### src/backend_pkg.sv
// Shared widths, unit IDs, ALU opcodes and bus structs for the issue/writeback backend
// Unit IDs are fixed because both execution units are always present
`default_nettype none

package backend_pkg;

    //////////////////////////////
    // Widths and sizes
    localparam int XLEN = 32;
    localparam int ID_W = 3;
    localparam int ISSUE_DEPTH = 4;
    localparam int NUM_UNITS = 2;
    localparam int UNIT_W = $clog2(NUM_UNITS);
    localparam int MUL_ITERATIONS = XLEN;

    typedef logic [ID_W-1:0] id_t;
    typedef logic [UNIT_W-1:0] unit_id_t;

    // Fixed unit IDs, index into the dispatcher decode
    localparam unit_id_t UNIT_ALU = unit_id_t'(0);
    localparam unit_id_t UNIT_MUL = unit_id_t'(1);

    typedef enum logic [1:0] {
        ALU_ADD = 2'd0,
        ALU_SUB = 2'd1,
        ALU_AND = 2'd2,
        ALU_XOR = 2'd3
    } alu_op_t;

    //////////////////////////////
    // Packets
    typedef struct packed {
        id_t id;
        unit_id_t unit;
        alu_op_t op;
        logic [XLEN-1:0] a;
        logic [XLEN-1:0] b;
    } issue_packet_t;

    typedef struct packed {
        id_t id;
        logic [XLEN-1:0] data;
    } unit_result_t;

    typedef struct packed {
        logic valid;
        id_t id;
        logic [XLEN-1:0] data;
    } wb_packet_t;

endpackage

`default_nettype wire
### src/backend_top.sv
// Issue queue, dispatcher, ALU, multiplier and writeback arbiter
// Upstream must follow the credit protocol: ISSUE_DEPTH credits after reset
`timescale 1ns/1ps
`default_nettype none

module backend_top (
    input wire logic clk,
    input wire logic rst,
    input wire logic issue_valid,
    input wire backend_pkg::issue_packet_t issue,
    output logic credit_return,
    output backend_pkg::wb_packet_t wb
);
    import backend_pkg::*;

    issue_packet_t head;
    logic not_empty;
    logic pop;
    logic alu_start;
    logic mul_start;
    logic alu_ready;
    logic mul_ready;
    logic alu_valid;
    logic mul_valid;
    logic alu_ack;
    logic mul_ack;
    unit_result_t alu_result;
    unit_result_t mul_result;
    logic mul_load;
    logic mul_step;
    logic mul_last;

    //////////////////////////////
    // Issue side
    issue_fifo issue_q (
        .clk(clk), .rst(rst), .push(issue_valid), .din(issue),
        .pop(pop), .head(head), .not_empty(not_empty)
    );

    issue_dispatch dispatch (
        .head(head), .not_empty(not_empty),
        .alu_ready(alu_ready), .mul_ready(mul_ready),
        .alu_start(alu_start), .mul_start(mul_start),
        .pop(pop), .credit_return(credit_return)
    );

    //////////////////////////////
    // Execution units
    alu_unit alu (
        .clk(clk), .rst(rst), .start(alu_start), .op(head), .ack(alu_ack),
        .ready(alu_ready), .result_valid(alu_valid), .result(alu_result)
    );

    mul_control mul_ctrl (
        .clk(clk), .rst(rst), .start(mul_start), .last(mul_last), .ack(mul_ack),
        .load(mul_load), .step(mul_step), .ready(mul_ready), .result_valid(mul_valid)
    );

    iteration_counter mul_cnt (
        .clk(clk), .rst(rst), .load(mul_load), .step(mul_step), .last(mul_last)
    );

    mul_datapath mul_dp (
        .clk(clk), .rst(rst), .load(mul_load), .step(mul_step),
        .op(head), .result(mul_result)
    );

    //////////////////////////////
    // Writeback
    writeback_arbiter wb_arb (
        .clk(clk), .rst(rst),
        .alu_valid(alu_valid), .alu_result(alu_result),
        .mul_valid(mul_valid), .mul_result(mul_result),
        .alu_ack(alu_ack), .mul_ack(mul_ack), .wb(wb)
    );

endmodule

`default_nettype wire

### src/writeback_arbiter.sv
// Fixed priority, multiplier over ALU; the loser keeps holding its result
// wb has no back-pressure and is registered, one cycle after ack
`timescale 1ns/1ps
`default_nettype none

module writeback_arbiter (
    input wire logic clk,
    input wire logic rst,
    input wire logic alu_valid,
    input wire backend_pkg::unit_result_t alu_result,
    input wire logic mul_valid,
    input wire backend_pkg::unit_result_t mul_result,
    output logic alu_ack,
    output logic mul_ack,
    output backend_pkg::wb_packet_t wb
);
    import backend_pkg::*;

    logic wb_valid;
    unit_result_t wb_result;

    assign mul_ack = mul_valid;
    assign alu_ack = alu_valid & ~mul_valid;

    always_ff @(posedge clk) begin
        if (rst)
            wb_valid <= 1'b0;
        else
            wb_valid <= alu_ack | mul_ack;
    end

    always_ff @(posedge clk) begin
        wb_result <= mul_valid ? mul_result : alu_result;
    end

    assign wb = '{valid: wb_valid, id: wb_result.id, data: wb_result.data};

endmodule

`default_nettype wire

### src/mul_datapath.sv
// Radix-2 shift-add datapath, one multiplier bit per step
// Only the low XLEN bits are kept, so the multiplicand shifts out its upper bits
`timescale 1ns/1ps
`default_nettype none

module mul_datapath (
    input wire logic clk,
    input wire logic rst,
    input wire logic load,
    input wire logic step,
    input wire backend_pkg::issue_packet_t op,
    output backend_pkg::unit_result_t result
);
    import backend_pkg::*;

    logic [XLEN-1:0] multiplicand;
    logic [XLEN-1:0] multiplier;
    logic [XLEN-1:0] acc;
    id_t result_id;

    always_ff @(posedge clk) begin
        if (rst) begin
            multiplicand <= '0;
            multiplier <= '0;
            acc <= '0;
            result_id <= '0;
        end else if (load) begin
            multiplicand <= op.a;
            multiplier <= op.b;
            acc <= '0;
            result_id <= op.id;
        end else if (step) begin
            // Add the shifted multiplicand for each set multiplier bit
            if (multiplier[0])
                acc <= acc + multiplicand;
            multiplicand <= multiplicand << 1;
            multiplier <= multiplier >> 1;
        end
    end

    assign result = '{id: result_id, data: acc};

endmodule

`default_nettype wire

### src/iteration_counter.sv
// Counts the multiplier steps down from MUL_ITERATIONS - 1
// last is only meaningful while step is high
`timescale 1ns/1ps
`default_nettype none

module iteration_counter (
    input wire logic clk,
    input wire logic rst,
    input wire logic load,
    input wire logic step,
    output logic last
);
    import backend_pkg::*;

    localparam int CNT_W = $clog2(MUL_ITERATIONS);

    logic [CNT_W-1:0] count;

    always_ff @(posedge clk) begin
        if (rst)
            count <= '0;
        else if (load)
            count <= CNT_W'(MUL_ITERATIONS - 1);
        else if (step)
            count <= count - 1'b1;
    end

    assign last = step & (count == '0);

endmodule

`default_nettype wire

### src/mul_control.sv
// Multiplier sequencer: IDLE accepts a start, RUN steps until last, DONE holds the result
// ready is only high in IDLE, so a held result always blocks the next multiply
`timescale 1ns/1ps
`default_nettype none

module mul_control (
    input wire logic clk,
    input wire logic rst,
    input wire logic start,
    input wire logic last,
    input wire logic ack,
    output logic load,
    output logic step,
    output logic ready,
    output logic result_valid
);

    typedef enum logic [1:0] {
        IDLE,
        RUN,
        DONE
    } state_t;

    state_t state;
    state_t next_state;

    always_comb begin
        next_state = state;
        case (state)
            IDLE: if (start) next_state = RUN;
            RUN: if (last) next_state = DONE;
            DONE: if (ack) next_state = IDLE;
            default: next_state = IDLE;
        endcase
    end

    always_ff @(posedge clk) begin
        if (rst)
            state <= IDLE;
        else
            state <= next_state;
    end

    assign load = start & (state == IDLE);
    assign step = (state == RUN);
    assign ready = (state == IDLE);
    assign result_valid = (state == DONE);

endmodule

`default_nettype wire

### src/alu_unit.sv
// Single-cycle ALU with one result register
// A result that is not acked blocks new starts until the arbiter takes it
`timescale 1ns/1ps
`default_nettype none

module alu_unit (
    input wire logic clk,
    input wire logic rst,
    input wire logic start,
    input wire backend_pkg::issue_packet_t op,
    input wire logic ack,
    output logic ready,
    output logic result_valid,
    output backend_pkg::unit_result_t result
);
    import backend_pkg::*;

    logic [XLEN-1:0] alu_out;

    always_comb begin
        case (op.op)
            ALU_ADD: alu_out = op.a + op.b;
            ALU_SUB: alu_out = op.a - op.b;
            ALU_AND: alu_out = op.a & op.b;
            default: alu_out = op.a ^ op.b;
        endcase
    end

    always_ff @(posedge clk) begin
        if (rst)
            result_valid <= 1'b0;
        else if (start)
            result_valid <= 1'b1;
        else if (ack)
            result_valid <= 1'b0;
    end

    always_ff @(posedge clk) begin
        if (start)
            result <= '{id: op.id, data: alu_out};
    end

    // Free when empty, or when the held result leaves this cycle
    assign ready = ~result_valid | ack;

endmodule

`default_nettype wire

### src/issue_dispatch.sv
// Strictly in-order dispatch: a busy target unit stalls the queue head
// One credit goes back upstream in the same cycle as each pop
`timescale 1ns/1ps
`default_nettype none

module issue_dispatch (
    input wire backend_pkg::issue_packet_t head,
    input wire logic not_empty,
    input wire logic alu_ready,
    input wire logic mul_ready,
    output logic alu_start,
    output logic mul_start,
    output logic pop,
    output logic credit_return
);
    import backend_pkg::*;

    logic head_is_alu;
    logic head_is_mul;

    // Unit ID decode of the head packet
    assign head_is_alu = (head.unit == UNIT_ALU);
    assign head_is_mul = (head.unit == UNIT_MUL);

    assign alu_start = not_empty & head_is_alu & alu_ready;
    assign mul_start = not_empty & head_is_mul & mul_ready;

    // Starts are exclusive since the head names one unit
    assign pop = alu_start | mul_start;
    assign credit_return = pop;

endmodule

`default_nettype wire

### src/issue_fifo.sv
// Show-ahead issue queue; the head is valid whenever not_empty is high
// No full flag: upstream credits bound occupancy to ISSUE_DEPTH
`timescale 1ns/1ps
`default_nettype none

module issue_fifo (
    input wire logic clk,
    input wire logic rst,
    input wire logic push,
    input wire backend_pkg::issue_packet_t din,
    input wire logic pop,
    output backend_pkg::issue_packet_t head,
    output logic not_empty
);
    import backend_pkg::*;

    localparam int PTR_W = (ISSUE_DEPTH > 1) ? $clog2(ISSUE_DEPTH) : 1;
    localparam int CNT_W = $clog2(ISSUE_DEPTH + 1);

    issue_packet_t mem [ISSUE_DEPTH];
    logic [PTR_W-1:0] rd_ptr;
    logic [PTR_W-1:0] wr_ptr;
    logic [CNT_W-1:0] count;

    // Storage, no reset needed
    always_ff @(posedge clk) begin
        if (push)
            mem[wr_ptr] <= din;
    end

    always_ff @(posedge clk) begin
        if (rst) begin
            rd_ptr <= '0;
            wr_ptr <= '0;
            count <= '0;
        end else begin
            if (push)
                wr_ptr <= (wr_ptr == PTR_W'(ISSUE_DEPTH - 1)) ? '0 : wr_ptr + 1'b1;
            if (pop)
                rd_ptr <= (rd_ptr == PTR_W'(ISSUE_DEPTH - 1)) ? '0 : rd_ptr + 1'b1;
            case ({push, pop})
                2'b10: count <= count + 1'b1;
                2'b01: count <= count - 1'b1;
                default: count <= count;
            endcase
        end
    end

    assign head = mem[rd_ptr];
    assign not_empty = (count != '0);

endmodule

`default_nettype wire

### config.mk
export PLATFORM = sky130hd
export DESIGN_NAME = backend_top
export DESIGN_NICKNAME = d
export VERILOG_FILES = /design/src/backend_pkg.sv /design/src/backend_top.sv /design/src/writeback_arbiter.sv /design/src/mul_datapath.sv /design/src/iteration_counter.sv /design/src/mul_control.sv /design/src/alu_unit.sv /design/src/issue_dispatch.sv /design/src/issue_fifo.sv
export SDC_FILE = /design/constraint.sdc
export NUM_CORES = 1
export LEC_CHECK = 0
export BUFFER_PORTS_ARGS = -buffer_cell sky130_fd_sc_hd__buf_2
export CAP_MARGIN = 0
export CORE_MARGIN = 3
export CORE_UTILIZATION = 62
export DETAILED_ROUTE_END_ITERATION = 12
export GPL_TIMING_DRIVEN = 0
export PLACE_DENSITY = 0.81
export SLEW_MARGIN = 0
export SYNTH_ARGS = -nofsm -noshare
export SYNTH_HDL_FRONTEND = slang
export SYNTH_SLANG_ARGS = --single-unit
### constraint.sdc
create_clock -name clk -period 7.09 [get_ports clk]
set_input_delay 0.3545 -clock clk [delete_from_list [all_inputs] [get_ports clk]]
set_output_delay 0.3545 -clock clk [all_outputs]
set_load 0.01 [all_outputs]
Word-level counts from Yosys, hierarchy flattened
Memories as Yosys holds them, arrays and structs flattened. A register that Yosys moved wholly into a read port is not among the register bits.
Cells that the tools add are included.
- bits in registers: 185
- word-level logic and storage cells: 79
- memories: 1
- input bits: 73
- latch bits: 0
- bits in writable memories: 280
- memory bits (read-only): 0
- add/sub/neg operators: 8
- reductions and logical operators: 10
- div/mod/pow operators: 0
- equality and inequality tests: 10
- shifts and indexed selects: 0
- bitwise logic cells: 15
- muxes and demuxes: 20
- $mul: 0
- order comparisons: 0
- memory list (memory ; words ; bits a word ; read ports ; clocked after Yosys merged registers in ; wr ports ; line ; RTL):
    issue_q.mem ; 4 ; 70 ; 1 ; 1 ; 1 ; issue_fifo.sv:20 ; issue_packet_t mem [ISSUE_DEPTH];
- operators by type and width (kind ; number):
    two-way mux 32 bit ; 4
    one-hot mux 32 bit (3 select lines) ; 1
    adder 32 bit ; 2
    two-way mux 35 bit ; 1
    bitwise AND 32 bit ; 1
    subtractor 32 bit ; 1
    XOR 32 bit ; 1
    two-way mux 2 bit ; 6
    == test 2 bit (second input constant) ; 5
    two-way mux 5 bit ; 2
    bitwise AND 1 bit ; 7
    == test 2 x 1 -> 1 bit (second input constant) ; 3
    one-hot mux 3 bit (2 select lines) ; 1
    nonzero test 2 bit ; 3
    zero test 5 bit ; 1
    subtractor 5 x 1 -> 5 bit (second input constant) ; 1
    adder 2 x 1 -> 2 bit (second input constant) ; 2
    zero test 2 bit ; 2
    two-way mux 1 bit ; 4
    inequality test 2 bit (second input constant) ; 2
    one-hot mux 2 bit (2 select lines) ; 1
    AND reduction 2 bit ; 2
    adder 3 x 1 -> 3 bit (second input constant) ; 1
    NOT 1 bit ; 3
    other kinds (4) ; 6

Longest topological paths before layout
- depth after elaboration: 8
- mapped depth: 21

Hierarchy
Synthesis repeated with hierarchy kept, for this count alone.
- cells, all modules: 1793
- area total of the unflattened synthesis: 22661.7 sq um
- modules (own cells, without submodules) (module ; seq. area each (sq um) ; area each (sq um) ; instances ; cells an instance):
    issue_fifo ; 8588.2 ; 10605.2 ; 1 ; 408
    mul_datapath ; 1981.9 ; 5753.0 ; 1 ; 728
    alu_unit ; 1071.0 ; 4604.4 ; 1 ; 536
    writeback_arbiter ; 720.7 ; 1317.5 ; 1 ; 79
    iteration_counter ; 100.1 ; 239.0 ; 1 ; 24
    mul_control ; 40.0 ; 103.8 ; 1 ; 12
    issue_dispatch ; 0.0 ; 38.8 ; 1 ; 6

Worst setup path before layout
Ideal clock, no wire load.
- path type: register -> register
- start: register with a tool-made name
- end: register issue_q.count[2]
- cell stages (with the launch flop): 15
- arrival time: 6.106 ns
- data required time: 7.020 ns
- path slack: 0.914 ns
- cells stage by stage: dfxtp_1 -> clkbuf_1 -> buf_2 -> buf_2 -> buf_4 -> mux4_2 -> a211oi_1 -> nor2_1 -> inv_1 -> ha_1 -> inv_1 -> fa_1 -> xor2_1 -> or3_1 -> a21oi_1
- RTL lines (item ; line ; RTL):
    to (signal assigned) ; issue_fifo.sv:42 ; 2'b10: count <= count + 1'b1;
    to (signal assigned) ; issue_fifo.sv:43 ; 2'b01: count <= count - 1'b1;
    to (signal assigned) ; issue_fifo.sv:44 ; default: count <= count;
    to (decl) ; issue_fifo.sv:23 ; logic [CNT_W-1:0] count;

==> flow_summary.ini <==
[routing]
drt-initial-drc-count = 1432
avgViaCountPerCell = 6.27
drc = 0
wl_per_cell_um = 22.7
vias = 15300
first_pass_iters = 6
drt_wl_total_mm = 55.5
route.antenna.remaining_nets = 0

[synth]
synth.avg_cell_area_sq_um = 12.3
synth_xor_area_share_pct = 3.27
netlist_area_sq_um = 21700
synthMuxAreaShare_pct = 8.93
synth_area_leaders = edfxtp_1 44%, dfxtp_1 14%, mux4_2 7.0%
ys_seq_elements = 467
synth_top_area_share_pct = 43.5
yosys.area_share.simple_pct = 10.7
yosysMostFrequentCell = edfxtp_1
synth_edf_count = 315
synth_area_leader_cell = edfxtp_1
synth_top_family_by_area = compound AO/OA/AOI/OAI gates
synth_compound_area_share_pct = 11.0
synth_ff_type = edfxtp_1
synth_adder_area_share_pct = 6.21
ys_seq_area_share_pct = 57.5
netlist-cell-type-count = 66
synth_top_cells_by_count = 315 x edfxtp_1, 273 x nand2_1, 152 x dfxtp_1
yosysWarnings = 0
postSynthNetCount = 1952
synth_async_sr_flop_share_pct = 0
netlist_instances = 1773

[placement]
place.port_buffers = 109
place.gp.congestion = 0.942
dp_hpwl_mm = 38.0
placed_cells = 2335

[global_routing]
grt_pass1_wl_mm = 86.1
grt_max_degree = 61
grt_overflow_total = 0
antenna_found_initial = 0
track_usage_pct = 29.4
grt_pass1_vias = 15300

[sta]
maxSlewViolCount = 0
skew_ns = 0.0147
clock.fmax_mhz = 147
setup_viol = 0
post-route-min-period_ns = 6.82
relSlewSlack_pct = 35.2
worst_hold_slack_ns = 0.0169
hold_viol = 0
rsz0062_at_grt = false
tightest_slew_ns = 0.959
setup_tns_ns = 0
period_share_pct = 96.2

[final_layout]
postLayoutCoreUtil_pct = 72.9
drive_gt1_share_pct = 15.3
register_area_sq_um = 12500
multiInputGateArea_sq_um = 8740
area_delta_synth_final_pct = 14.2
nNetsFinal = 2138
diodes = 0
fill_cells = 2261
instances_no_fill = 2445

[floorplan]
initial_core_util_pct = 63.8
core_area_sq_um = 34000
die_h_um = 193
io_pins = 110
die-area_sq_um = 37300
die_width_um = 193
num_rows = 67

[critical_path]
crit_path_max_fanout = 10
path_cells = clkbuf_1 -> buf_2 -> buf_2 -> buf_4 -> clkbuf_1 -> clkbuf_1 -> mux4_2 -> inv_1 -> ha_1 -> fa_1 -> nor2b_1 -> o2111a_1 -> a211oi_1 -> o21ai_0 -> a211oi_1 -> o21ai_0 -> a21oi_1 -> xor2_1 -> o21ai_0
slowest_delay_ns = 0.75
cp_slowest_cell = clkbuf_1
critPathKind = reg2reg
worst_setup_path_end_kind = register
critPathRequiredTime_ns = 7.39
arrival_ns = 7.12
critPathLaunchType = register

[power_and_ir_drop]
vdd_drop_max_mv = 0.262
leakagePower_nw = 9.21
powerDensity_nw_per_um2 = 452

[status]
outcome = finished, final reports clean

[cts]
clock-sinks = 467
path_clk_slew_ns = 0.06
htree_levels = 2
tritoncts = yes
cts_root_buffer = clkbuf_16
cts_buffer_depth = 3
cts_resized = 0
clock_latency_ns = 0.56
numCtsBuffers = 47

[hold_path]
hold_class = in2reg

[job]
max_cap_viol_count = 0
sequential cells by signal, indices dropped and copies added, names as in the netlist, named ones only:
register	cells
alu.result	35
alu.result_valid	1
issue_q.count	3
issue_q.mem	280
issue_q.rd_ptr	2
issue_q.wr_ptr	2
mul_cnt.count	5
mul_ctrl.state	2
mul_dp.acc	32
mul_dp.multiplicand	32
mul_dp.multiplier	32
mul_dp.result_id	3
wb_arb.wb	35
wb_arb.wb_valid	1
logic make-up (layout without fill, tap and decap cells):
| family | after synthesis | after routing |
|---|---|---|
| fa+ha+maj | 106 | 106 |
| flops | 467 | 467 |
| mux | 104 | 104 |
| xor+xnor | 81 | 81 |
| buf+inv | 123 | 347 |
| compound gates | 378 | 378 |
| simple gates | 514 | 514 |
worst paths after layout:
check | from | end | slack (ns) | depth (start not counted)
worst max-delay path | register | alu.result[26] | 0.27 | 19
worst min register to register | mul_dp.multiplier[24] | mul_dp.multiplier[24] | 0.46 | 2
worst max register to register | register | alu.result[26] | 0.27 | 19
worst min-delay path | issue[29] | issue_q.mem[0][29] | 0.02 | 1
critical path: cells and delay by family, from the launching register on:
kind	cells	cell delay (ns)
buf+inv	7	2.76
compound gates	7	2.40
mux	1	0.46
fa+ha+maj	2	0.42
flops	1	0.31
simple gates	1	0.09
xor+xnor	1	0.08
metrics by stage:
stage               worst slack, ns  total power [mW]  instance area, sq um
CTS                           0.386              11.1                 24800
detailed placement            0.510              8.55                 23000
global route                0.00244              11.8                 24800
floorplan                     0.914              7.17                 21700
finish                        0.270              11.2                 24800
global placement              -1.05              8.38                 22800
layout make-up:
type / instances / share of cell area [%]
clock inverters: 25 / 1.27
multi-input cells: 1183 / 35.2
inverters: 37 / 0.560
flip-flops and latches: 467 / 50.4
well taps: 448 / 2.26
clock buffers: 62 / 5.17
plain buffers: 86 / 1.50
repair buffers: 137 / 3.63
cell usage in the layout, fill, tap and decap left out, drive strengths merged, types with 18 or more instances in the layout:
cell type,Yosys,layout
buf,25,139
mux2i,22,22
mux4,70,70
a22oi,31,31
clkbuf,61,123
nand2b,18,18
xnor2,46,46
edfxtp,315,315
dlygate4sd3,0,23
nor3,21,21
nand2,274,274
o21ai,65,65
dfxtp,152,152
inv,37,38
nand3,31,31
a21oi,138,138
a21o,28,28
nor2,96,96
xor2,35,35
a311oi,30,30
ha,103,103
repair_timing:
action,in CTS,in global routing
endpoints found under the setup margin,0,0
hold buffers,21,2
hold endpoints to repair,77,7
setup buffers,0,0
metal layers:
| layer | track usage, % | vias up | wire length, um |
|---|---|---|---|
| met2 | 49.0 | 745 | 26900 |
| met1 | 39.1 | 7463 | 22300 |
| li1 | - | 6992 | - |
| met3 | 4.85 | 130 | 4250 |
| met5 | 0 | - | 0 |
| met4 | 11.3 | 0 | 2100 |
power breakdown:
| part | switching [mW] | internal [mW] | total [mW] |
|---|---|---|---|
| clock | 1.03 | 1.53 | 2.56 |
| combinational | 2.99 | 1.90 | 4.89 |
| sequential | 0.257 | 3.51 | 3.77 |
| total | 4.27 | 6.95 | 11.2 |
(Power assumes the default switching activity.)
